**config.mk**
```make
export PLATFORM = sky130hd
export DESIGN_NAME = rvc_wrapper
export DESIGN_NICKNAME = d
export VERILOG_FILES = /design/src/source/rvc_pkg.sv /design/src/source/rvc_wrapper.sv /design/src/source/rvc_core_log.sv /design/src/source/rvc_frontend.sv /design/src/source/rvc_decoder.sv /design/src/source/rvc_fetch.sv
export VERILOG_INCLUDE_DIRS = /design/src /design/src/source
export SDC_FILE = /design/constraint.sdc
export NUM_CORES = 1
export LEC_CHECK = 0
export BUFFER_PORTS_ARGS = -buffer_cell sky130_fd_sc_hd__buf_2
export CAP_MARGIN = 15
export CORE_MARGIN = 4
export CORE_UTILIZATION = 45
export DETAILED_ROUTE_END_ITERATION = 16
export HOLD_SLACK_MARGIN = 0.02
export PLACE_DENSITY = 0.74
export SLEW_MARGIN = 10
export SYNTH_ARGS = -nofsm -noshare
export SYNTH_HDL_FRONTEND = slang
export SYNTH_SLANG_ARGS = --single-unit
```
**constraint.sdc**
```tcl
create_clock -name clk_i -period 5.2 [get_ports clk_i]
set_input_delay 0.52 -clock clk_i [delete_from_list [all_inputs] [get_ports clk_i]]
set_output_delay 0.52 -clock clk_i [all_outputs]
set_load 0.02 [all_outputs]
```
**src/source/rvc_cfg.svh**
```systemverilog
/*
 * RV32I front end configuration
 * Datapath width, boot address and core log counter width
 */
`ifndef RVC_CFG_SVH
`define RVC_CFG_SVH

// Instruction and address width
`define RVC_XLEN 32

// First fetch address after reset
`define RVC_BOOT_ADDR 32'h0000_1000

// Width of the decoded and illegal instruction counters
`define RVC_LOG_CNT_W 16

`endif
```
**src/source/rvc_pkg.sv**
```systemverilog
/*
 * RV32I front end shared types
 * Major opcodes, instruction classes and the views of one instruction word
 */
package rvc_pkg;

    // RV32I major opcodes
    localparam logic [6:0] OPC_LUI    = 7'b0110111;
    localparam logic [6:0] OPC_AUIPC  = 7'b0010111;
    localparam logic [6:0] OPC_JAL    = 7'b1101111;
    localparam logic [6:0] OPC_JALR   = 7'b1100111;
    localparam logic [6:0] OPC_BRANCH = 7'b1100011;
    localparam logic [6:0] OPC_LOAD   = 7'b0000011;
    localparam logic [6:0] OPC_STORE  = 7'b0100011;
    localparam logic [6:0] OPC_OP_IMM = 7'b0010011;
    localparam logic [6:0] OPC_OP     = 7'b0110011;
    localparam logic [6:0] OPC_SYSTEM = 7'b1110011;

    typedef enum logic [3:0] {
        CLS_LUI,
        CLS_AUIPC,
        CLS_JAL,
        CLS_JALR,
        CLS_BRANCH,
        CLS_LOAD,
        CLS_STORE,
        CLS_OP_IMM,
        CLS_OP,
        CLS_SYSTEM,
        CLS_ILLEGAL
    } instr_class_e;

    typedef struct packed {
        logic [6:0] funct7;
        logic [4:0] rs2;
        logic [4:0] rs1;
        logic [2:0] funct3;
        logic [4:0] rd;
        logic [6:0] opcode;
    } instr_r_t;

    typedef struct packed {
        logic [11:0] imm;
        logic [4:0]  rs1;
        logic [2:0]  funct3;
        logic [4:0]  rd;
        logic [6:0]  opcode;
    } instr_i_t;

    // The B format reuses this S layout
    typedef struct packed {
        logic [6:0] imm_hi;
        logic [4:0] rs2;
        logic [4:0] rs1;
        logic [2:0] funct3;
        logic [4:0] imm_lo;
        logic [6:0] opcode;
    } instr_s_t;

    typedef union packed {
        instr_r_t r;
        instr_i_t i;
        instr_s_t s;
    } instr_u;

endpackage

```
**src/source/rvc_wrapper.sv**
```systemverilog
/*
 * Front end wrapper
 * Joins the RV32I front end with its core log block
 */
`timescale 1ns/1ps
`include "rvc_cfg.svh"

module rvc_wrapper (
    input  logic                      clk_i,
    input  logic                      reset_i,
    input  logic                      fetch_enable_i,

    // Instruction memory interface
    output logic                      instr_req_o,
    output logic [`RVC_XLEN-1:0]      instr_addr_o,
    input  logic                      instr_gnt_i,
    input  logic                      instr_rvalid_i,
    input  logic [`RVC_XLEN-1:0]      instr_rdata_i,

    // Decode stage
    output logic                      dec_valid_o,
    output rvc_pkg::instr_class_e     dec_class_o,
    output logic [4:0]                dec_rd_o,
    output logic [4:0]                dec_rs1_o,
    output logic [4:0]                dec_rs2_o,
    output logic [`RVC_XLEN-1:0]      dec_imm_o,
    output logic                      dec_illegal_o,
    output logic [`RVC_XLEN-1:0]      dec_pc_o,

    // Core log
    output logic [`RVC_LOG_CNT_W-1:0] insn_count_o,
    output logic [`RVC_LOG_CNT_W-1:0] illegal_count_o,
    output logic                      first_illegal_valid_o,
    output logic [`RVC_XLEN-1:0]      first_illegal_pc_o
);

    rvc_frontend core_i (
        .clk_i         (clk_i),
        .reset_i       (reset_i),
        .fetch_enable_i(fetch_enable_i),
        .instr_req_o   (instr_req_o),
        .instr_addr_o  (instr_addr_o),
        .instr_gnt_i   (instr_gnt_i),
        .instr_rvalid_i(instr_rvalid_i),
        .instr_rdata_i (instr_rdata_i),
        .dec_valid_o   (dec_valid_o),
        .dec_class_o   (dec_class_o),
        .dec_rd_o      (dec_rd_o),
        .dec_rs1_o     (dec_rs1_o),
        .dec_rs2_o     (dec_rs2_o),
        .dec_imm_o     (dec_imm_o),
        .dec_illegal_o (dec_illegal_o),
        .dec_pc_o      (dec_pc_o)
    );

    // Log observes the decode stage outputs directly
    rvc_core_log core_log_i (
        .clk_i                (clk_i),
        .reset_i              (reset_i),
        .dec_valid_i          (dec_valid_o),
        .dec_illegal_i        (dec_illegal_o),
        .dec_pc_i             (dec_pc_o),
        .insn_count_o         (insn_count_o),
        .illegal_count_o      (illegal_count_o),
        .first_illegal_valid_o(first_illegal_valid_o),
        .first_illegal_pc_o   (first_illegal_pc_o)
    );

endmodule

```
**src/source/rvc_core_log.sv**
```systemverilog
/*
 * Core log
 * Counts decoded and illegal instructions and records the PC of the
 * first illegal one
 */
`timescale 1ns/1ps
`include "rvc_cfg.svh"

module rvc_core_log (
    input  logic                     clk_i,
    input  logic                     reset_i,
    input  logic                     dec_valid_i,
    input  logic                     dec_illegal_i,
    input  logic [`RVC_XLEN-1:0]     dec_pc_i,

    output logic [`RVC_LOG_CNT_W-1:0] insn_count_o,
    output logic [`RVC_LOG_CNT_W-1:0] illegal_count_o,
    output logic                      first_illegal_valid_o,
    output logic [`RVC_XLEN-1:0]      first_illegal_pc_o
);

    // Increment that sticks at all ones
    function automatic logic [`RVC_LOG_CNT_W-1:0] sat_inc(
        input logic [`RVC_LOG_CNT_W-1:0] cnt
    );
        return (&cnt) ? cnt : cnt + `RVC_LOG_CNT_W'(1);
    endfunction

    always_ff @(posedge clk_i) begin
        if (reset_i) begin
            insn_count_o          <= '0;
            illegal_count_o       <= '0;
            first_illegal_valid_o <= 1'b0;
        end else if (dec_valid_i) begin
            insn_count_o <= sat_inc(insn_count_o);
            if (dec_illegal_i) begin
                illegal_count_o       <= sat_inc(illegal_count_o);
                first_illegal_valid_o <= 1'b1;
            end
        end
    end

    // Captured only while no illegal PC is held yet
    always_ff @(posedge clk_i) begin
        if (dec_valid_i && dec_illegal_i && !first_illegal_valid_o) begin
            first_illegal_pc_o <= dec_pc_i;
        end
    end

endmodule

```
**src/source/rvc_frontend.sv**
```systemverilog
/*
 * RV32I front end
 * Fetch engine followed by a registered decode stage
 */
`timescale 1ns/1ps
`include "rvc_cfg.svh"

module rvc_frontend (
    input  logic                  clk_i,
    input  logic                  reset_i,
    input  logic                  fetch_enable_i,

    output logic                  instr_req_o,
    output logic [`RVC_XLEN-1:0]  instr_addr_o,
    input  logic                  instr_gnt_i,
    input  logic                  instr_rvalid_i,
    input  logic [`RVC_XLEN-1:0]  instr_rdata_i,

    output logic                  dec_valid_o,
    output rvc_pkg::instr_class_e dec_class_o,
    output logic [4:0]            dec_rd_o,
    output logic [4:0]            dec_rs1_o,
    output logic [4:0]            dec_rs2_o,
    output logic [`RVC_XLEN-1:0]  dec_imm_o,
    output logic                  dec_illegal_o,
    output logic [`RVC_XLEN-1:0]  dec_pc_o
);

    import rvc_pkg::*;

    logic                 fetch_valid;
    instr_u               fetch_instr;
    logic [`RVC_XLEN-1:0] fetch_pc;
    instr_class_e         class_d;
    logic [4:0]           rd_d;
    logic [4:0]           rs1_d;
    logic [4:0]           rs2_d;
    logic [`RVC_XLEN-1:0] imm_d;
    logic                 illegal_d;

    rvc_fetch fetch_i (
        .clk_i         (clk_i),
        .reset_i       (reset_i),
        .fetch_enable_i(fetch_enable_i),
        .instr_req_o   (instr_req_o),
        .instr_addr_o  (instr_addr_o),
        .instr_gnt_i   (instr_gnt_i),
        .instr_rvalid_i(instr_rvalid_i),
        .instr_rdata_i (instr_rdata_i),
        .fetch_valid_o (fetch_valid),
        .fetch_instr_o (fetch_instr),
        .fetch_pc_o    (fetch_pc)
    );

    // Decodes the word while it arrives on the read data bus
    rvc_decoder decoder_i (
        .instr_i  (fetch_instr),
        .class_o  (class_d),
        .rd_o     (rd_d),
        .rs1_o    (rs1_d),
        .rs2_o    (rs2_d),
        .imm_o    (imm_d),
        .illegal_o(illegal_d)
    );

    always_ff @(posedge clk_i) begin
        if (reset_i) begin
            dec_valid_o <= 1'b0;
        end else begin
            dec_valid_o <= fetch_valid;
        end
    end

    // Decode stage register loads once per arriving word
    always_ff @(posedge clk_i) begin
        if (fetch_valid) begin
            dec_class_o   <= class_d;
            dec_rd_o      <= rd_d;
            dec_rs1_o     <= rs1_d;
            dec_rs2_o     <= rs2_d;
            dec_imm_o     <= imm_d;
            dec_illegal_o <= illegal_d;
            dec_pc_o      <= fetch_pc;
        end
    end

endmodule

```
**src/source/rvc_decoder.sv**
```systemverilog
/*
 * RV32I instruction decoder
 * Classifies one word, extracts register fields and the sign-extended
 * immediate, and flags illegal encodings
 */
`timescale 1ns/1ps
`include "rvc_cfg.svh"

module rvc_decoder (
    input  rvc_pkg::instr_u       instr_i,
    output rvc_pkg::instr_class_e class_o,
    output logic [4:0]            rd_o,
    output logic [4:0]            rs1_o,
    output logic [4:0]            rs2_o,
    output logic [`RVC_XLEN-1:0]  imm_o,
    output logic                  illegal_o
);

    import rvc_pkg::*;

    instr_class_e         cls;
    logic                 bad_fields;
    logic [2:0]           funct3;
    logic [6:0]           funct7;
    logic                 system_ok;
    logic [`RVC_XLEN-1:0] imm_i_type;
    logic [`RVC_XLEN-1:0] imm_s_type;
    logic [`RVC_XLEN-1:0] imm_b_type;
    logic [`RVC_XLEN-1:0] imm_u_type;
    logic [`RVC_XLEN-1:0] imm_j_type;

    assign funct3 = instr_i.r.funct3;
    assign funct7 = instr_i.r.funct7;

    // All immediate formats sign-extend from instruction bit 31
    assign imm_i_type = {{(`RVC_XLEN-12){instr_i.i.imm[11]}}, instr_i.i.imm};
    assign imm_s_type = {{(`RVC_XLEN-12){instr_i.s.imm_hi[6]}}, instr_i.s.imm_hi,
                         instr_i.s.imm_lo};
    assign imm_b_type = {{(`RVC_XLEN-12){instr_i.s.imm_hi[6]}}, instr_i.s.imm_lo[0],
                         instr_i.s.imm_hi[5:0], instr_i.s.imm_lo[4:1], 1'b0};
    assign imm_u_type = {instr_i.i.imm, instr_i.i.rs1, instr_i.i.funct3, 12'b0};
    assign imm_j_type = {{(`RVC_XLEN-20){instr_i.i.imm[11]}}, instr_i.i.rs1,
                         instr_i.i.funct3, instr_i.i.imm[0], instr_i.i.imm[10:1], 1'b0};

    // Only ECALL and EBREAK are accepted
    assign system_ok = (instr_i.i.imm == 12'h000 || instr_i.i.imm == 12'h001) &&
                       instr_i.i.rs1 == 5'd0 && funct3 == 3'd0 && instr_i.i.rd == 5'd0;

    always_comb begin
        cls        = CLS_ILLEGAL;
        bad_fields = 1'b0;
        if (instr_i.r.opcode[1:0] == 2'b11) begin
            case (instr_i.r.opcode)
                OPC_LUI:    cls = CLS_LUI;
                OPC_AUIPC:  cls = CLS_AUIPC;
                OPC_JAL:    cls = CLS_JAL;
                OPC_JALR: begin
                    cls        = CLS_JALR;
                    bad_fields = (funct3 != 3'd0);
                end
                OPC_BRANCH: begin
                    cls        = CLS_BRANCH;
                    bad_fields = (funct3 == 3'd2) || (funct3 == 3'd3);
                end
                OPC_LOAD: begin
                    cls        = CLS_LOAD;
                    bad_fields = funct3 inside {3'd3, 3'd6, 3'd7};
                end
                OPC_STORE: begin
                    cls        = CLS_STORE;
                    bad_fields = (funct3 > 3'd2);
                end
                OPC_OP_IMM: begin
                    cls        = CLS_OP_IMM;
                    bad_fields = (funct3 == 3'd1 && funct7 != 7'h00) ||
                                 (funct3 == 3'd5 && funct7 != 7'h00 && funct7 != 7'h20);
                end
                OPC_OP: begin
                    cls        = CLS_OP;
                    bad_fields = !(funct7 == 7'h00 ||
                                   (funct7 == 7'h20 && (funct3 == 3'd0 || funct3 == 3'd5)));
                end
                OPC_SYSTEM: begin
                    cls        = CLS_SYSTEM;
                    bad_fields = !system_ok;
                end
                default:    cls = CLS_ILLEGAL;
            endcase
        end
    end

    assign illegal_o = bad_fields || (cls == CLS_ILLEGAL);
    assign class_o   = illegal_o ? CLS_ILLEGAL : cls;

    // Fields a format does not carry read as zero
    always_comb begin
        rd_o  = instr_i.r.rd;
        rs1_o = instr_i.r.rs1;
        rs2_o = instr_i.r.rs2;
        imm_o = '0;
        case (class_o)
            CLS_LUI, CLS_AUIPC: begin
                rs1_o = 5'd0;
                rs2_o = 5'd0;
                imm_o = imm_u_type;
            end
            CLS_JAL: begin
                rs1_o = 5'd0;
                rs2_o = 5'd0;
                imm_o = imm_j_type;
            end
            CLS_JALR, CLS_LOAD, CLS_OP_IMM, CLS_SYSTEM: begin
                rs2_o = 5'd0;
                imm_o = imm_i_type;
            end
            CLS_BRANCH: begin
                rd_o  = 5'd0;
                imm_o = imm_b_type;
            end
            CLS_STORE: begin
                rd_o  = 5'd0;
                imm_o = imm_s_type;
            end
            CLS_OP: begin
                imm_o = '0;
            end
            default: begin
                rd_o  = 5'd0;
                rs1_o = 5'd0;
                rs2_o = 5'd0;
            end
        endcase
    end

endmodule

```
**src/source/rvc_fetch.sv**
```systemverilog
/*
 * Instruction fetch engine
 * Sequential PC from the boot address, one request outstanding at a time
 * on the request, grant and read-valid memory handshake
 */
`timescale 1ns/1ps
`include "rvc_cfg.svh"

module rvc_fetch (
    input  logic                 clk_i,
    input  logic                 reset_i,
    input  logic                 fetch_enable_i,

    // Instruction memory
    output logic                 instr_req_o,
    output logic [`RVC_XLEN-1:0] instr_addr_o,
    input  logic                 instr_gnt_i,
    input  logic                 instr_rvalid_i,
    input  logic [`RVC_XLEN-1:0] instr_rdata_i,

    // Fetched word towards decode
    output logic                 fetch_valid_o,
    output logic [`RVC_XLEN-1:0] fetch_instr_o,
    output logic [`RVC_XLEN-1:0] fetch_pc_o
);

    localparam logic [1:0] IDLE        = 2'd0;
    localparam logic [1:0] REQ         = 2'd1;
    localparam logic [1:0] WAIT_RVALID = 2'd2;

    logic [1:0]           state_q;
    logic [1:0]           state_d;
    logic [`RVC_XLEN-1:0] pc_q;
    logic [`RVC_XLEN-1:0] req_addr_q;
    logic                 req_accept;

    assign req_accept = instr_req_o && instr_gnt_i;

    always_comb begin
        state_d = state_q;
        case (state_q)
            IDLE: begin
                if (fetch_enable_i) begin
                    state_d = REQ;
                end
            end
            // Request is held until granted even if fetch is disabled meanwhile
            REQ: begin
                if (instr_gnt_i) begin
                    state_d = WAIT_RVALID;
                end
            end
            WAIT_RVALID: begin
                if (instr_rvalid_i) begin
                    state_d = fetch_enable_i ? REQ : IDLE;
                end
            end
            default: begin
                state_d = IDLE;
            end
        endcase
    end

    always_ff @(posedge clk_i) begin
        if (reset_i) begin
            state_q <= IDLE;
            pc_q    <= `RVC_BOOT_ADDR;
        end else begin
            state_q <= state_d;
            if (req_accept) begin
                pc_q <= pc_q + `RVC_XLEN'(4);
            end
        end
    end

    // Address of the granted request that travels with its read data
    always_ff @(posedge clk_i) begin
        if (req_accept) begin
            req_addr_q <= pc_q;
        end
    end

    assign instr_req_o  = (state_q == REQ);
    assign instr_addr_o = pc_q;

    assign fetch_valid_o = (state_q == WAIT_RVALID) && instr_rvalid_i;
    assign fetch_instr_o = instr_rdata_i;
    assign fetch_pc_o    = req_addr_q;

endmodule

```
==> flow_summary.yaml, run 1 <==
flow_run:
  drv_cap: 0
cts:
  cts_num_sinks: 208
  clk_latency_ns: 0.50
  cts_buffers: 22
  cts_tree: "done"
  root_buffer: "clkbuf_16"
  clkTransAtPathRegs_ns: 0.06
  ctsResizeCount: 0
  holdBufCountCts: 0
  cts_setup_buffers: 0
  htreeDepth: 1
  clockBufferDepth: 3
global_routing:
  antenna_found_initial: 0
  grt_pass1_wl_mm: 30.96
  grt_max_degree: 67
  grt_pass1_vias: 5916
  grt_overflow: 0
  grt.total_usage_pct: 17.55
logic_synthesis:
  synth_top_cell_by_area: "edfxtp_1"
  async_reset_ff_share_pct: 0
  yosysMostFrequentCell: "edfxtp_1"
  ys.flop_type: "edfxtp_1"
  synth-edff-count: 142
  synth-seq-cells: 208
  yosysTopAreaCellShare_pct: 49.93
  avgSynthCellArea_um2: 12.11
  synth_commonest_cells: "edfxtp_1 (142), nor2_1 (80), dfxtp_1 (66), nand2_1 (39), xor2_1 (39)"
  synth.area.top_cells: "edfxtp_1 (50%), dfxtp_1 (15%), xor2_1 (4.0%), nor2_1 (3.5%), a21oi_1 (1.9%)"
  synth_warnings: 0
  ys_seq_area_share_pct: 65.40
  syn-cell-area_um2: 8541
  yosysUniqueCellTypes: 50
  syn_inst: 705
critical_path:
  cp_cell_sequence: "nand3b_1 -> inv_1 -> buf_4 -> and2_1 -> nand4_1 -> or3_1 -> a21oi_1"
  path_buf_inv: 2
  critical_path_class: "reg -> reg"
  crit_path_top_delay_cell: "inv_1"
  crit_fanout: 20
  setup.worst_path.end_class: "register"
  cp.arrival_ns: 3.14
  worst_path_largest_cell_delay_ns: 0.50
  cp-start-kind: "register"
  required_ns: 5.62
  critical_path.top_delay_family: "simple AND/OR/NAND/NOR gates"
floorplan:
  core_area_um2: 18710
  die_h_um: 145.8
  die_w_um: 145.8
  die_area_um2: 21250
  rows: 50
  io_pins: 220
  initial_core_util_pct: 45.66
place:
  gp_congestion: 0.9006
  dp_slack_ns: 2.287
  dp_hpwl_mm: 13.95
  io_buffers: 213
pwr:
  leakagePower_nw: 4.111
  ir_drop_mv: 0.1936
  power_mw: 3.697
  p_per_area_nw_per_um2: 347.6
layout:
  final_core_util_pct: 56.86
  layout-drive-gt1-share_pct: 28.59
  diodes: 0
  nets: 959
  area_delta_synth_final_pct: 24.54
  fillCellCount: 1556
sta:
  setup_viol: 0
  rsz0062_at_grt: "false"
  clock_skew_ns: 0.02358
  slew_headroom_pct: 33.17
  finalHoldViolCount: 0
  hold_slack_ns: 0.3158
  fin_ws_ns: 2.483
  maxSlewViolCount: 0
  post-route-period-util_pct: 52.24
  timing.fmax_mhz: 368.1
  setup-tns-final_ns: 0
  tightest_slew_ns: 1.000
  fin_crit_ns: 2.717
detailed_routing:
  routed_wl_mm: 19.54
  ant_nets: 0
  dr_total_vias: 6301
  drt_iter0_markers: 544
  wl_per_cell_um: 16.73
  drc: 0
  drt_pass1_iterations: 5
  viasPerCell: 5.395
min_path:
  hp-class: "in -> reg"
run_status:
  status: "complete, no violations"
-- kinds of logic (layout without fill, tap and decap cells) --
logic type | after synthesis | in the layout | synth area share [%]
adders and majority gates | 3 | 3 | 0.4395
muxes | 3 | 3 | 0.3516
xor gates and xnor gates | 52 | 52 | 5.333
DFF | 208 | 208 | 65.40
and+or+nand+nor | 262 | 262 | 16.16
other | 1 | 6 | 0.04391
buffers and inverters | 61 | 285 | 3.369
AOI/OAI and AO/OA | 115 | 115 | 8.907
-- final timing paths --
path / from / to / cells past startpoint / slack, ns
worst max-delay path: core_i.fetch_i.state_q[0]$_SDFFE_PP0P_ / core_i.fetch_i.instr_addr_o[30]$_SDFFE_PP0P_ / 7 / 2.48
worst min register to register: core_i.fetch_i.fetch_pc_o[19]$_DFFE_PP_ / core_i.dec_pc_o[19]$_DFFE_PP_ / 0 / 0.42
worst max register to register: core_i.fetch_i.state_q[0]$_SDFFE_PP0P_ / core_i.fetch_i.instr_addr_o[30]$_SDFFE_PP0P_ / 7 / 2.48
worst min-delay path: instr_rvalid_i / core_i.fetch_i.state_q[1]$_SDFFE_PP0P_ / 3 / 0.32
-- final cells by class --
| type | count | area, um^2 | share of cell area (%) |
|---|---|---|---|
| clock buffer | 24 | 579.3 | 5.446 |
| clock inverter | 15 | 269.0 | 2.529 |
| inverter | 28 | 105.1 | 0.9881 |
| multi-input combinational | 441 | 2701 | 25.40 |
| sequential | 208 | 5585 | 52.51 |
| tap | 234 | 292.8 | 2.753 |
| timing repair buffer | 218 | 1104 | 10.38 |
-- cell usage in the layout (no fill, tap or decap), types with 4 or more instances in the layout --
master     instances
buf_2            213
edfxtp_1         142
nor2_1            78
dfxtp_1           66
nand2_1           39
xor2_1            39
nand3_1           33
a21oi_1           33
inv_1             28
o21ai_0           28
clkbuf_16         23
and3_1            18
nand4_1           18
nor3_1            14
a211oi_1          13
xnor2_1           13
or3_1             11
o211ai_1          10
nor4_1             9
nand2b_1           7
and4_1             7
bufinv_16          7
nand4b_1           6
conb_1             6
o22ai_1            5
and2_1             5
a32oi_1            5
o31ai_1            5
buf_4              5
nor2b_1            4
-- through the flow --
step           cell area [um^2]  std cells
4_1_cts                   10640       1168
3_5_place_dp               9788       1129
2_1_floorplan              8559        710
6_report                  10640       1168
3_3_place_gp               9788       1129
5_1_grt                   10640       1168
-- state kept, by name (all words and copies together), names as in the netlist --
signal,count
core_log_i.illegal_count_o,16
core_i.dec_rs2_o,5
core_i.fetch_i.instr_addr_o,30
core_i.fetch_i.fetch_pc_o,30
core_log_i.first_illegal_pc_o,30
core_i.dec_pc_o,30
core_i.dec_rs1_o,5
core_i.dec_rd_o,5
core_i.dec_class_o,4
core_i.dec_imm_o,32
core_i.dec_illegal_o,1
core_log_i.insn_count_o,16
core_i.dec_valid_o,1
core_i.fetch_i.state_q,2
core_log_i.first_illegal_valid_o,1
-- worst min-delay path, cell delays in order --
cell,delay (ns)
buf_2,0.09
or3_1,0.09
a21oi_1,0.06
-- per-layer routing --
layer / global-route usage, % / up-vias / part of all wire (%)
met3: 3.301 / 54 / 7.2
met2: 28.61 / 258 / 47
li1: - / 3019 / -
met1: 23.12 / 2970 / 42
met5: 0 / - / 0
met4: 7.407 / 0 / 4.1
-- report_power, final --
group | leakage [nW] | switching (mW) | internal, mW
clock | 0.411 | 0.630 | 1.16
sequential | 1.82 | 0.00767 | 1.77
combinational | 1.88 | 0.0938 | 0.0383
total | 4.11 | 0.731 | 2.97
(Power assumes the default switching activity.)
==> run 2, diff against run 1 <==
--- a/config.mk
+++ b/config.mk
@@ -12,7 +12,7 @@
 export CORE_UTILIZATION = 45
 export DETAILED_ROUTE_END_ITERATION = 16
 export HOLD_SLACK_MARGIN = 0.02
-export PLACE_DENSITY = 0.74
+export PLACE_DENSITY = 0.76
 export SLEW_MARGIN = 10
 export SYNTH_ARGS = -nofsm -noshare
 export SYNTH_HDL_FRONTEND = slang
==> constraint.sdc (replaced) <==
create_clock -name clk_i -period 2.35 [get_ports clk_i]
set_input_delay 0.235 -clock clk_i [delete_from_list [all_inputs] [get_ports clk_i]]
set_output_delay 0.235 -clock clk_i [all_outputs]
set_load 0.02 [all_outputs]
==> run 2 against run 1 <==
Compared with the run above: routed wire length rose by 3.0%; die area did not move; via count rose by 0.79%; maximum frequency rose by 36%.
==> flow_summary.yaml, run 2 (same netlist as run 1, synthesis figures left out) <==
run_status:
  status: "complete, no violations"
critical_path:
  setup.worst_path.end_class: "register"
  rr_startpoint: "core_log_i.insn_count_o[0]$_SDFFE_PP0P_"
  required_ns: 2.70
  critical_path_class: "reg -> reg"
  crit_start: "core_log_i.insn_count_o[0]$_SDFFE_PP0P_"
  cp-start-kind: "register"
  crit_fanout: 7
  cp.arrival_ns: 2.34
pwr:
  pwr-share-comb_pct: 4.2
  power.net_switching_mw: 1.529
  ir_drop_mv: 0.4422
  clkPwrFrac_pct: 41.9
  intPower_mw: 5.762
  power_mw: 7.291
  p_per_area_nw_per_um2: 691.2
  p_seq_share_pct: 54.0
  leakagePower_nw: 4.079
  swShare_pct: 20.97
layout:
  layout_commonest_cell: "buf_2"
  regArea_um2: 5585
  nets: 973
  top_register: "core_i.dec_imm_o"
  largest_reg_flops: 32
  layout-drive-gt1-share_pct: 28.69
  area_delta_synth_final_pct: 23.51
  fillCellCount: 1548
  mostFrequentLayoutCells: "buf_2 (213), edfxtp_1 (142), nor2_1 (78), dfxtp_1 (66)"
  multi_input_area_um2: 2696
  stdcell_area_um2: 10550
sta:
  finalHoldViolCount: 0
  setup_viol: 0
  rsz0062_at_grt: "false"
  post-route-period-util_pct: 84.98
  timing.fmax_mhz: 500.8
  clock_skew_ns: 0.01126
  maxSlewViolCount: 0
  tightest_slew_ns: 0.8031
  fin_ws_ns: 0.3531
  slew_headroom_pct: 46.46
  fin_crit_ns: 1.997
  setup-tns-final_ns: 0
  hold_slack_ns: 0.05157
place:
  dp_slack_ns: -0.06916
  dp_hpwl_mm: 14.60
  place_area_um2: 9908
  io_buffers: 213
  gp_congestion: 0.8755
cts:
  holdBufCountCts: 0
  htreeDepth: 1
  root_buffer: "clkbuf_16"
  cts_tree: "done"
  clk_latency_ns: 0.49
  clockBufferDepth: 3
  cts_setup_buffers: 0
  cts_buffers: 21
  cts_num_sinks: 208
  ctsResizeCount: 0
  clkTransAtPathRegs_ns: 0.06
global_routing:
  grt.total_usage_pct: 18.63
  grt_pass1_wl_mm: 32.86
  antenna_found_initial: 1
  grt_pass1_vias: 6078
  grt_max_degree: 57
  grt_overflow: 0
floorplan:
  die_h_um: 145.8
  die_w_um: 145.8
  io_pins: 220
  rows: 50
  core_area_um2: 18710
  die_area_um2: 21250
  initial_core_util_pct: 45.66
flow_run:
  drv_cap: 0
detailed_routing:
  viasPerCell: 5.369
  routed_wl_mm: 20.12
  drc: 0
  ant_nets: 0
  drt_pass1_iterations: 6
  dr_total_vias: 6351
  wl_per_cell_um: 17.01
  drt_iter0_markers: 524
min_path:
  hp-class: "in -> reg"
  min-delay-start: "instr_rvalid_i"
## run 2: critical path: stages, from the launching register on
cell and delay, ns:
dfxtp_1 0.39, ha_1 0.27, nand3_1 0.11, or3_1 0.46, o21ai_0 0.35, mux2i_1 0.22
nor2_1 0.05
## run 2: area by class of cell
type,count,share of cell area [%]
Antenna cell,1,0.02372
Clock buffer,29,5.563
Inverter,28,0.9963
Timing Repair Buffer,233,11.65
Sequential cell,208,52.95
Clock inverter,9,0.4863
Multi-Input combinational cell,441,25.56
Tap cell,234,2.775
## run 2: path summary, 6_finish.rpt
path / cells past startpoint / slack (ns) / to
min: 3 / 0.05 / core_i.fetch_i.state_q[1]$_SDFFE_PP0P_
max reg2reg: 6 / 0.35 / core_log_i.insn_count_o[1]$_SDFFE_PP0P_
max: 6 / 0.35 / core_log_i.insn_count_o[1]$_SDFFE_PP0P_
min reg2reg: 0 / 0.41 / core_i.dec_pc_o[20]$_DFFE_PP_
## run 2: routing by layer
metal  global-route usage, %  vias up  share of wire (%)
li1                        -     3060                  -
met1                   25.02     3011                 42
met2                   29.89      234                 47
met3                   4.204       46                7.5
met4                   6.743        0                3.4
met5                       0        -                  0
## run 2: power groups by stage
stage | clock, mW | combinational [mW] | sequential, mW
CTS | 3.13 | 0.302 | 3.93
finish | 3.05 | 0.303 | 3.93
global placement | 0 | 0.298 | 4.01
global route | 3.31 | 0.331 | 3.94
detailed placement | 0 | 0.301 | 4.01
floorplan | 0 | 0.153 | 4.04
## run 2: per-stage QoR
stage,cells,util (%)
final,1183,56.39
after global routing,1183,56.39
after CTS,1182,56.38
after detailed placement,1144,52.97
after global placement,1144,52.97
after floorplan,710,-
